**src/hw/BatchRam.sv**
```systemverilog
`timescale 1ns/1ps

module BatchRam #(
    parameter int depth = 32,
    parameter int dataWidth = 8
) (
    input  logic                     clk,
    input  logic                     writeEn,
    input  logic [$clog2(depth)-1:0] writeAddr,
    input  logic [dataWidth-1:0]     writeData,
    input  logic [$clog2(depth)-1:0] readAddr,
    output logic [dataWidth-1:0]     writeSideData,
    output logic [dataWidth-1:0]     readData
);

    logic [dataWidth-1:0] mem [depth];

    // Both ports read old data on a same-address write
    always_ff @(posedge clk) begin
        if (writeEn) begin
            mem[writeAddr] <= writeData;
        end
        writeSideData <= mem[writeAddr];
        readData <= mem[readAddr];
    end

endmodule

```
**config.mk**
```make
export PLATFORM = sky130hd
export DESIGN_NAME = BatchRam
export DESIGN_NICKNAME = d
export VERILOG_FILES = /design/src/hw/BatchRam.sv
export SDC_FILE = /design/constraint.sdc
export NUM_CORES = 1
export LEC_CHECK = 0
export CORE_UTILIZATION = 43
export DETAILED_ROUTE_END_ITERATION = 8
export DONT_BUFFER_PORTS = 1
export HOLD_SLACK_MARGIN = 0.03
export PLACE_DENSITY = 0.67
export SETUP_SLACK_MARGIN = 0.3
export SYNTH_ARGS = -nofsm -noshare
export SYNTH_HDL_FRONTEND = slang
export SYNTH_SLANG_ARGS = --single-unit
```
**constraint.sdc**
```tcl
create_clock -name clk -period 6.45 [get_ports clk]
set_input_delay 0.9675 -clock clk [delete_from_list [all_inputs] [get_ports clk]]
set_output_delay 0.9675 -clock clk [all_outputs]
set_load 0.01 [all_outputs]
```
==> impl_metrics.env <==
export IMPL_grt_pass1_vias=6398
export IMPL_setup_tns_ns=0
export IMPL_root_buffer="clkbuf_16"
export IMPL_clkSinkCount=272
export IMPL_grt_pass1_wl_um=43100
export IMPL_grt_max_degree=69
export IMPL_r2r_cells=3
export IMPL_max_freq_mhz=428
export IMPL_hold_viol=0
export IMPL_start_util_pct=43.7
export IMPL_ant_nets=0
export IMPL_rsz0062_at_grt="false"
export IMPL_route_vias_total=6224
export IMPL_peakVddDrop_mv=0.189
export IMPL_synth_async_reset_ratio_pct=0
export IMPL_place_hpwl_um=19200
export IMPL_cts_hold_buffers=0
export IMPL_critPathTopFamily="simple AND/OR/NAND/NOR gates"
export IMPL_cts_tree="done"
export IMPL_path_buf_inv=0
export IMPL_cp_startpoint="writeAddr[0]"
export IMPL_cts_clk_slew_worst_paths_ns=0.06
export IMPL_syn2layout_area_growth_pct=9.34
export IMPL_slew_viol_final=0
export IMPL_rr_startpoint="mem[5][4]$_DFFE_PP_"
export IMPL_num_rows=61
export IMPL_r2r_setup_slack_ns=4.61
export IMPL_synth_warning_count=0
export IMPL_worstReg2RegEnd="readData[4]$_DFF_P_"
export IMPL_gp_congestion=0.823
export IMPL_wl_per_cell_um=31.0
export IMPL_cts_resized_gates=0
export IMPL_hold_path_class="input pin to flip-flop"
export IMPL_finalPower_mw=3.66
export IMPL_synth_avg_cell_area_um2=21.6
export IMPL_synth_nets=579
export IMPL_power_leakage_nw=3.96
export IMPL_power_share_sequential_pct=54.5
export IMPL_drc=0
export IMPL_p_sw_uw=714
export IMPL_arrival_ns=2.48
export IMPL_status="finished clean"
export IMPL_grtUsageTotal_pct=21.0
export IMPL_yosysTopAreaCell="edfxtp_1"
export IMPL_clock_skew_ns=0.00918
export IMPL_utilization_pct=47.7
export IMPL_die_y_um=170
export IMPL_intPower_mw=2.95
export IMPL_critical_path_class="input pin to flip-flop"
export IMPL_antenna_found_initial=0
export IMPL_required_ns=6.60
export IMPL_power_frac_clock_pct=40.7
export IMPL_ys_flop_type="edfxtp_1"
export IMPL_synth_edf_count=256
export IMPL_portBuffers=0
export IMPL_period_minus_slack_ns=2.34
export IMPL_slowest_delay_ns=0.91
export IMPL_core_area_mm2=0.0277
export IMPL_drt_pass1_iterations=6
export IMPL_worstMarginPinSlew_ns=1.15
export IMPL_cp_slowest_cell="nor2_1"
export IMPL_fin_nets=568
export IMPL_combPwrFrac_pct=4.8
export IMPL_ys_top_cells_by_area="edfxtp_1, mux4_2, dfxtp_1, a22oi_1, nor2_1"
export IMPL_crit_path_cell_trace="or3b_2 -> nor2_1"
export IMPL_swShare_pct=19.5
export IMPL_setup_violations_final=0
export IMPL_synth_most_common_cell="edfxtp_1"
export IMPL_synth_distinct_cells=21
export IMPL_yosysTopAreaCellShare_pct=63.6
export IMPL_die_w_um=170
export IMPL_crit_fanout=68
export IMPL_netlist_area_mm2=0.0121
export IMPL_num_io_pins=36
export IMPL_pwr_density_cell_mw_per_mm2=277
export IMPL_routed_wl_um=29200
export IMPL_dieArea_mm2=0.0288
export IMPL_crit_path_end_kind="flip-flop"
export IMPL_postSynthCellCount=559
export IMPL_setup_worst_path_end="mem[16][6]$_DFFE_PP_"
export IMPL_viasPerCell=6.60
export IMPL_cts_setup_buffers=0
export IMPL_timing_slew_headroom_pct=23.1
export IMPL_cts_buffers=27
export IMPL_crit_cells=2
export IMPL_cts_max_path_buffers=3
export IMPL_drt_first_iter_violations=791
export IMPL_final_layout_size_suffix_gt1_share_pct=34.3
export IMPL_gr_total_overflow=0
export IMPL_synth_seq_area_share_pct=66.2
export IMPL_pre_cts_slack_ns=3.59
export IMPL_cts_htree_levels=1
export IMPL_startpoint_type="input pin"
export IMPL_period_share_pct=36.2
export IMPL_insertion_delay_ns=0.53
export IMPL_diodes=0
export IMPL_maxCapViolCount=0
export IMPL_yosys_register_bits=272
export IMPL_setup_ws_ns=4.11
export IMPL_yosys_top_cells_count="edfxtp_1, mux4_2, nor2_1, a22oi_1, clkbuf_1"
[power groups by stage]
stage / sequential, mW / combinational [mW] / clock [mW]
after floorplan: 2.02 / 0.179 / 0
after global placement: 2.03 / 0.176 / 0
after detailed placement: 2.03 / 0.176 / 0
after CTS: 1.99 / 0.177 / 1.51
after global routing: 2.00 / 0.182 / 1.57
final: 1.99 / 0.175 / 1.49
[placed cells by master (no fill, tap or decap), types with 3 or more instances in the layout]
cell       netlist  final
a22oi_1         32     32
and3b_1          3      3
clkbuf_1        17      7
clkbuf_16        0     27
clkinv_1         0      4
clkinv_2         0      3
dfxtp_1         16     16
edfxtp_1       256    256
mux2_2           8      8
mux4_2         144    144
nand3b_1         5      5
nand4_1          8      8
nor2_1          33     33
or3b_2           3      3
[through the flow]
stage / hold WS, ns / area (um2) / cells
2_1_floorplan: 0.668 / 12100 / 559
3_3_place_gp: 0.751 / 12400 / 897
3_5_place_dp: 0.753 / 12400 / 897
4_1_cts: 0.516 / 13200 / 943
5_1_grt: 0.511 / 13200 / 943
6_report: 0.528 / 13200 / 943
[cell families (layout without fill, tap and decap cells)]
group                  Yosys count  count (layout)  share of synthesized area (%)
DFF                            272             272                           66.2
AOI/OAI and AO/OA               32              32                           1.99
and+or+nand+nor                 61              61                           2.63
muxes                          152             152                           27.6
buffers and inverters           42              48                           1.62
[routing by layer]
layer	vias to the layer above	track usage [%]	wire length, um
met3	46	4.01	2800
li1	2444	-	-
met1	3341	30.1	11700
met5	-	0	0
met4	0	7.01	755
met2	393	32.4	13900
[area by class of cell]
cell class,instances,area [um2]
clock inverters,10,98.8
repair buffers,2,15.0
fillers,2177,14500
flip-flops and latches,272,8010
well taps,378,473
multi-input cells,245,3900
clock buffers,36,729
[worst min path at each step]
| stage | start | endpoint | slack (ns) | cells past startpoint |
|---|---|---|---|---|
| after floorplan | mem[12][0]$_DFFE_PP_ | writeSideData[0]$_DFF_P_ | 0.67 | 3 |
| after global placement | mem[31][1]$_DFFE_PP_ | writeSideData[1]$_DFF_P_ | 0.75 | 3 |
| after detailed placement | mem[20][0]$_DFFE_PP_ | writeSideData[0]$_DFF_P_ | 0.75 | 3 |
| after CTS | writeData[2] | mem[11][2]$_DFFE_PP_ | 0.52 | 0 |
| after global routing | writeData[3] | mem[9][3]$_DFFE_PP_ | 0.51 | 0 |
| final | writeData[3] | mem[8][3]$_DFFE_PP_ | 0.53 | 0 |
[registers in the layout (all words and copies together), names as in the netlist]
register / flops
writeSideData: 8
readData: 8
mem: 256
Power figures use the tool's default switching activity.
