`src/hw/BatchPkg.sv`:
```
package BatchPkg;

    localparam int coefWidth = 16;
    localparam int stateWidth = 24;
    localparam int fracBits = 14;
    localparam int maxChannels = 4;
    localparam int maxBits = 4;

    typedef struct packed {
        logic signed [stateWidth-1:0] re;
        logic signed [stateWidth-1:0] im;
    } complexT;

    typedef struct packed {
        logic signed [coefWidth-1:0] re;
        logic signed [coefWidth-1:0] im;
    } coefT;

    // Role rotation of the four sample buffers
    typedef enum logic [1:0] {phase0, phase1, phase2, phase3} phaseT;

    typedef enum logic [1:0] {fillWait, streaming, reserved} batchStateT;

    // Per-bit input coefficients, Q.14
    localparam coefT inputCoef [maxChannels][maxBits] = '{
        '{'{16'sd1200, -16'sd310}, '{16'sd2400, -16'sd620},
          '{16'sd4800, -16'sd1240}, '{16'sd600, -16'sd155}},
        '{'{16'sd900, 16'sd450}, '{16'sd1800, 16'sd900},
          '{16'sd3600, 16'sd1800}, '{16'sd450, 16'sd225}},
        '{'{16'sd700, -16'sd200}, '{16'sd1400, -16'sd400},
          '{16'sd2800, -16'sd800}, '{16'sd350, -16'sd100}},
        '{'{16'sd1000, 16'sd0}, '{16'sd2000, 16'sd0},
          '{16'sd4000, 16'sd0}, '{16'sd500, 16'sd0}}
    };

    // Pole factors, all with magnitude below one
    localparam coefT forwardFactor [maxChannels] = '{
        '{16'sd14746, 16'sd3277}, '{16'sd13926, -16'sd4915},
        '{16'sd15237, 16'sd1638}, '{16'sd12288, 16'sd6554}
    };
    localparam coefT backwardFactor [maxChannels] = '{
        '{16'sd14746, -16'sd3277}, '{16'sd13926, 16'sd4915},
        '{16'sd15237, -16'sd1638}, '{16'sd12288, -16'sd6554}
    };

    localparam coefT forwardWeight [maxChannels] = '{
        '{16'sd8192, 16'sd1024}, '{16'sd6144, -16'sd2048},
        '{16'sd4096, 16'sd3072}, '{16'sd8192, 16'sd0}
    };
    localparam coefT backwardWeight [maxChannels] = '{
        '{16'sd8192, -16'sd1024}, '{16'sd6144, 16'sd2048},
        '{16'sd4096, -16'sd3072}, '{16'sd8192, 16'sd0}
    };

    // Full-width product, arithmetic shift, wrap to state width
    function automatic complexT cmul(complexT a, coefT b);
        logic signed [stateWidth+coefWidth:0] prodRe;
        logic signed [stateWidth+coefWidth:0] prodIm;
        complexT r;
        prodRe = a.re * b.re - a.im * b.im;
        prodIm = a.re * b.im + a.im * b.re;
        r.re = stateWidth'(prodRe >>> fracBits);
        r.im = stateWidth'(prodIm >>> fracBits);
        return r;
    endfunction

    function automatic complexT cadd(complexT a, complexT b);
        complexT r;
        r.re = a.re + b.re;
        r.im = a.im + b.im;
        return r;
    endfunction

endpackage

```
`src/hw/BatchControl.sv`:
```
`timescale 1ns/1ps

module BatchControl #(
    parameter int depth = 32
) (
    input  logic                     clk,
    input  logic                     rstN,
    output logic [$clog2(depth)-1:0] batchCount,
    output logic [$clog2(depth)-1:0] batchCountRev,
    output BatchPkg::phaseT          phase,
    output logic                     lookaheadLoad,
    output logic                     outValid
);

    localparam int addrWidth = $clog2(depth);
    localparam logic [addrWidth-1:0] lastCount = addrWidth'(depth - 1);

    BatchPkg::batchStateT state;
    logic [1:0] filled;
    // Streaming flag delayed to the output latency
    logic [3:0] validPipe;
    logic wrap;

    assign wrap = batchCount == lastCount;
    assign batchCountRev = lastCount - batchCount;
    assign outValid = validPipe[3];

    always_ff @(posedge clk) begin
        if (!rstN) begin
            batchCount <= '0;
            phase <= BatchPkg::phase0;
            lookaheadLoad <= 1'b0;
            state <= BatchPkg::fillWait;
            filled <= '0;
            validPipe <= '0;
        end else begin
            batchCount <= wrap ? '0 : batchCount + 1'b1;
            if (wrap) begin
                phase <= BatchPkg::phaseT'(phase + 2'd1);
            end
            lookaheadLoad <= wrap;
            validPipe <= {validPipe[2:0], state == BatchPkg::streaming};
            case (state)
                BatchPkg::fillWait: begin
                    if (wrap) begin
                        filled <= filled + 2'd1;
                        if (filled == 2'd3) begin
                            state <= BatchPkg::streaming;
                        end
                    end
                end
                BatchPkg::streaming: begin
                    state <= BatchPkg::streaming;
                end
                default: begin
                    state <= BatchPkg::fillWait;
                end
            endcase
        end
    end

    phaseOnWrap: assert property (@(posedge clk) disable iff (!rstN)
        (phase != $past(phase)) |-> ($past(batchCount) == lastCount));

    stateLegal: assert property (@(posedge clk) disable iff (!rstN)
        state != BatchPkg::reserved);

endmodule

```
`config.mk`:
```
export PLATFORM = sky130hd
export DESIGN_NAME = BatchControl
export DESIGN_NICKNAME = d
export VERILOG_FILES = /design/src/hw/BatchPkg.sv /design/src/hw/BatchControl.sv
export SDC_FILE = /design/constraint.sdc
export NUM_CORES = 1
export LEC_CHECK = 0
export ABC_AREA = 1
export BUFFER_PORTS_ARGS = -buffer_cell sky130_fd_sc_hd__clkbuf_2
export CELL_PAD_IN_SITES_DETAIL_PLACEMENT = 0
export CELL_PAD_IN_SITES_GLOBAL_PLACEMENT = 1
export CORE_MARGIN = 5
export CORE_UTILIZATION = 34
export CTS_CLUSTER_SIZE = 16
export DETAILED_ROUTE_END_ITERATION = 6
export PLACE_DENSITY_LB_ADDON = 0.2
export SYNTH_ARGS = -nofsm -noshare
export SYNTH_HDL_FRONTEND = slang
export SYNTH_SLANG_ARGS = --single-unit
export TNS_END_PERCENT = 5
```
`constraint.sdc`:
```
create_clock -name clk -period 1.45 [get_ports clk]
set_input_delay 0.29 -clock clk [delete_from_list [all_inputs] [get_ports clk]]
set_output_delay 0.29 -clock clk [all_outputs]
set_load 0.02 [all_outputs]
```
==> impl_summary.log <==
INFO  metric first_iter_violations = 6
INFO  metric xor_xnor_share_of_the_synthesized_area = 0
INFO  metric fin_setup_tns = 0 ps
INFO  metric grt_first_pass_wirelength = between 1500 and 2000 um
INFO  metric tritoncts_clock_tree = built
INFO  metric detail_route.wl_per_cell = between 9 and 10 um
INFO  metric post_dr_vias_cell = 4.35
INFO  metric die-width = between 50 and 60 um
INFO  metric place_worst_setup_slack = between 70 and 80 ps
INFO  metric skew = approximately 4.5 ps
INFO  metric synth-seq-area-share = 0.524
INFO  metric clock_pin_slew_reported_for_the_worst_setup_and_hold_paths_after_clock_tree_synthesis = 90 ps
INFO  metric complex_gate_fraction_of_the_synthesized_area = 0.0437
INFO  metric power.ir.vdd_worst = about 0.56 mV
INFO  metric gr-usage-all-layers = 0.0944
INFO  metric io_pins = 16
INFO  metric seq_power_share = 0.590
INFO  metric initial_core_util = 0.368
INFO  metric fin_nets = 97
INFO  metric power_report.internal_total = roughly 540 uW
INFO  metric core_area = 1560 sq um
INFO  metric setup_repair_after_global_routing_missed_its_margin = false
INFO  metric maxSlewViolCount = 0
INFO  metric place_congestion = approximately 0.7
INFO  metric critical_path_class = reg2reg
INFO  metric yosys-mux-area-fraction = 0
INFO  metric number_of_global_route_vias_before_repair = roughly 420
INFO  metric dp.final_hpwl = just under 800 um
INFO  metric start_kind = register
INFO  metric num-fill-cells = between 150 and 200
INFO  metric period_needed = 1330 ps
INFO  metric hp-class = in2reg
INFO  metric worst_hold_slack = 340 ps
INFO  metric cts.htree.levels = 1
INFO  metric finalHoldViolCount = 0
INFO  metric numCtsBuffers = 3
INFO  metric critical_path_end_type = register
INFO  metric maxCapViolCount = 0
INFO  metric layout_worst_path_cycle_share = 0.919
INFO  metric setup_viol_count_final = 0
INFO  metric clock_sink_count = 15
INFO  metric synth_fa_ha_area_frac = 0.0655
INFO  metric routed_antenna_nets = 0
INFO  metric postSynthRegisterBits = 15
INFO  metric rows = 14
INFO  metric grt_start_max_net_pins = 11
INFO  metric timing.fmax = around 0.75 GHz
INFO  metric drive_above_1_share = 0.319
INFO  metric worstMarginPinSlew = about 210 ps
INFO  metric post_synthesis_to_final_layout_area_growth = 24.5%
INFO  metric port_buffers = 15
INFO  metric via_count = 465
INFO  metric power_per_cell_area = slightly above 1000 nW/um^2
INFO  metric basic_gate_share_of_the_synthesized_area_counting_and_or_nand_and_nor_cells = 0.249
INFO  metric clk_latency = between 200 and 300 ps
INFO  metric required_time_at_the_endpoint_of_the_critical_path = approximately 1600 ps
INFO  metric path_max_fanout = 5
INFO  metric synth.avg_cell_area = 8.07 sq um
INFO  metric netlist-cell-type-count = 14
INFO  metric p_switching = around 180 uW
INFO  metric timing.final.ws_setup = 118 ps
INFO  metric synth.net_count = 76
INFO  metric clk_tree_root_cell = sky130_fd_sc_hd__clkbuf_4
INFO  metric drc = 0
INFO  metric drt_pre_antenna_iters = 3
INFO  metric cells_after_synthesis = between 70 and 80
INFO  metric power.clock.fraction = 0.323
INFO  metric run_status = complete, no violations
INFO  metric finalNonFillerCells = around 110
INFO  metric power.share.combinational = 0.087
INFO  metric worst-endpoint-arrival = 1510 ps
INFO  metric cts_buffer_depth = 2
INFO  metric die_span_in_y = ~50 um
INFO  metric slew_headroom = 0.861
INFO  metric post_route_utilization = 0.457
INFO  metric dominant_combinational_cell_family_by_area_after_synthesis = simple AND/OR/NAND/NOR gates
INFO  metric die_area = roughly 2600 sq um
INFO  metric drt-total-wl = 984 um
INFO  metric postCtsSetupBuffers = 0
INFO  metric synthesis.yosys.warnings = 0
INFO  metric globalRouteOverflowTotal = 0
INFO  metric switching_share = 0.245
INFO  metric static-leakage-power = approximately 0.00035 uW
INFO  metric netlist_area_before_placement = around 570 sq um
INFO  metric dpl.cell_count = about 100
INFO  metric n_antenna_cell = 0
INFO  metric antenna_violations_before_repair = 0
==> path summary, 6_finish.rpt <==
check	end	cells after the start	from	slack (ps)
worst min register to register	validPipe[2]	2	validPipe[1]	420
worst min-delay path	validPipe[2]	3	rstN	340
worst max register to register	phase[1]	7	batchCount[1]	120
worst max-delay path	phase[1]	7	batchCount[1]	120
==> placed cells by master, fill, tap and decap left out, types with 2 or more instances in the layout <==
cell type	n
sky130_fd_sc_hd__a21oi_1	3
sky130_fd_sc_hd__buf_4	2
sky130_fd_sc_hd__clkbuf_2	15
sky130_fd_sc_hd__clkbuf_4	3
sky130_fd_sc_hd__dfxtp_1	13
sky130_fd_sc_hd__ha_2	2
sky130_fd_sc_hd__inv_1	16
sky130_fd_sc_hd__nand2_1	12
sky130_fd_sc_hd__nand2_2	2
sky130_fd_sc_hd__nand3_1	4
sky130_fd_sc_hd__nor2_1	9
sky130_fd_sc_hd__o21ai_0	2
==> metrics by stage <==
stage | power [uW] | cell area [sq um]
after global placement | 499 | 678
after CTS | 736 | 706
after floorplan | 476 | 576
final | 721 | 713
after detailed placement | 499 | 678
after global routing | 771 | 713
==> synthesized netlist by cell type <==
cell type	number	share of area
sky130_fd_sc_hd__nor3b_1	1	0.013
sky130_fd_sc_hd__nand3_1	4	0.035
sky130_fd_sc_hd__nor2_4	1	0.020
sky130_fd_sc_hd__nand4_1	1	0.011
sky130_fd_sc_hd__inv_1	16	0.10
sky130_fd_sc_hd__o21ai_0	2	0.017
sky130_fd_sc_hd__nand2_2	2	0.022
sky130_fd_sc_hd__nor2_2	1	0.011
sky130_fd_sc_hd__nor2_1	9	0.059
sky130_fd_sc_hd__a21oi_1	3	0.026
sky130_fd_sc_hd__ha_1	3	0.066
sky130_fd_sc_hd__nand2_1	12	0.079
sky130_fd_sc_hd__buf_4	1	0.013
sky130_fd_sc_hd__dfxtp_1	15	0.52
==> logic make-up (layout without fill, tap and decap cells) <==
family	Yosys count	count (layout)
AOI/OAI and AO/OA	5	5
adders and majority gates	3	3
and+or+nand+nor	31	31
buffers and inverters	17	37
DFF	15	15
==> layer usage <==
metal  share of wire  GRT usage  up-vias
met2            0.43      0.137       11
met4           0.010     0.0404        0
met5               0          0        -
met3           0.076     0.0494        2
met1            0.48      0.116      195
li1                -          -      257
==> what timing repair did <==
action / 4_1_cts / 5_1_grt
endpoints found under the setup margin: 0 / 3
hold buffers: 0 / 0
resized for setup: 0 / 3
==> worst max-delay path: stages, from the launching register on <==
cell and delay (ps):
sky130_fd_sc_hd__dfxtp_4 370, sky130_fd_sc_hd__ha_2 200, sky130_fd_sc_hd__nand2_2 70, sky130_fd_sc_hd__nor2_4 100, sky130_fd_sc_hd__ha_2 220, sky130_fd_sc_hd__nand2_1 70
sky130_fd_sc_hd__o21ai_0 150, sky130_fd_sc_hd__a21oi_1 50
==> power by group through the flow <==
stage | logic (uW) | registers [uW] | clock network, uW
after floorplan | 29.7 | 446 | 0
after global placement | 63.8 | 435 | 0
after detailed placement | 63.1 | 435 | 0
after CTS | 63.5 | 426 | 247
after global routing | 70.3 | 428 | 273
final | 62.8 | 425 | 232
==> sequential cells by signal (all words and copies together) (netlist names) <==
register and count:
batchCount 5, filled 2, lookaheadLoad 1, phase 2
state 1, validPipe 4
==> final cells by class <==
class / count / area [sq um] / area share
Clock inverter: 1 / 5.00 / 0.00702
Sequential cell: 15 / 305 / 0.428
Multi-Input combinational cell: 39 / 210 / 0.295
Inverter: 16 / 60.1 / 0.0842
Timing Repair Buffer: 17 / 90.1 / 0.126
Tap cell: 16 / 20.0 / 0.0281
Clock buffer: 3 / 22.5 / 0.0316
Note: power is estimated with default switching activity, not from simulation.
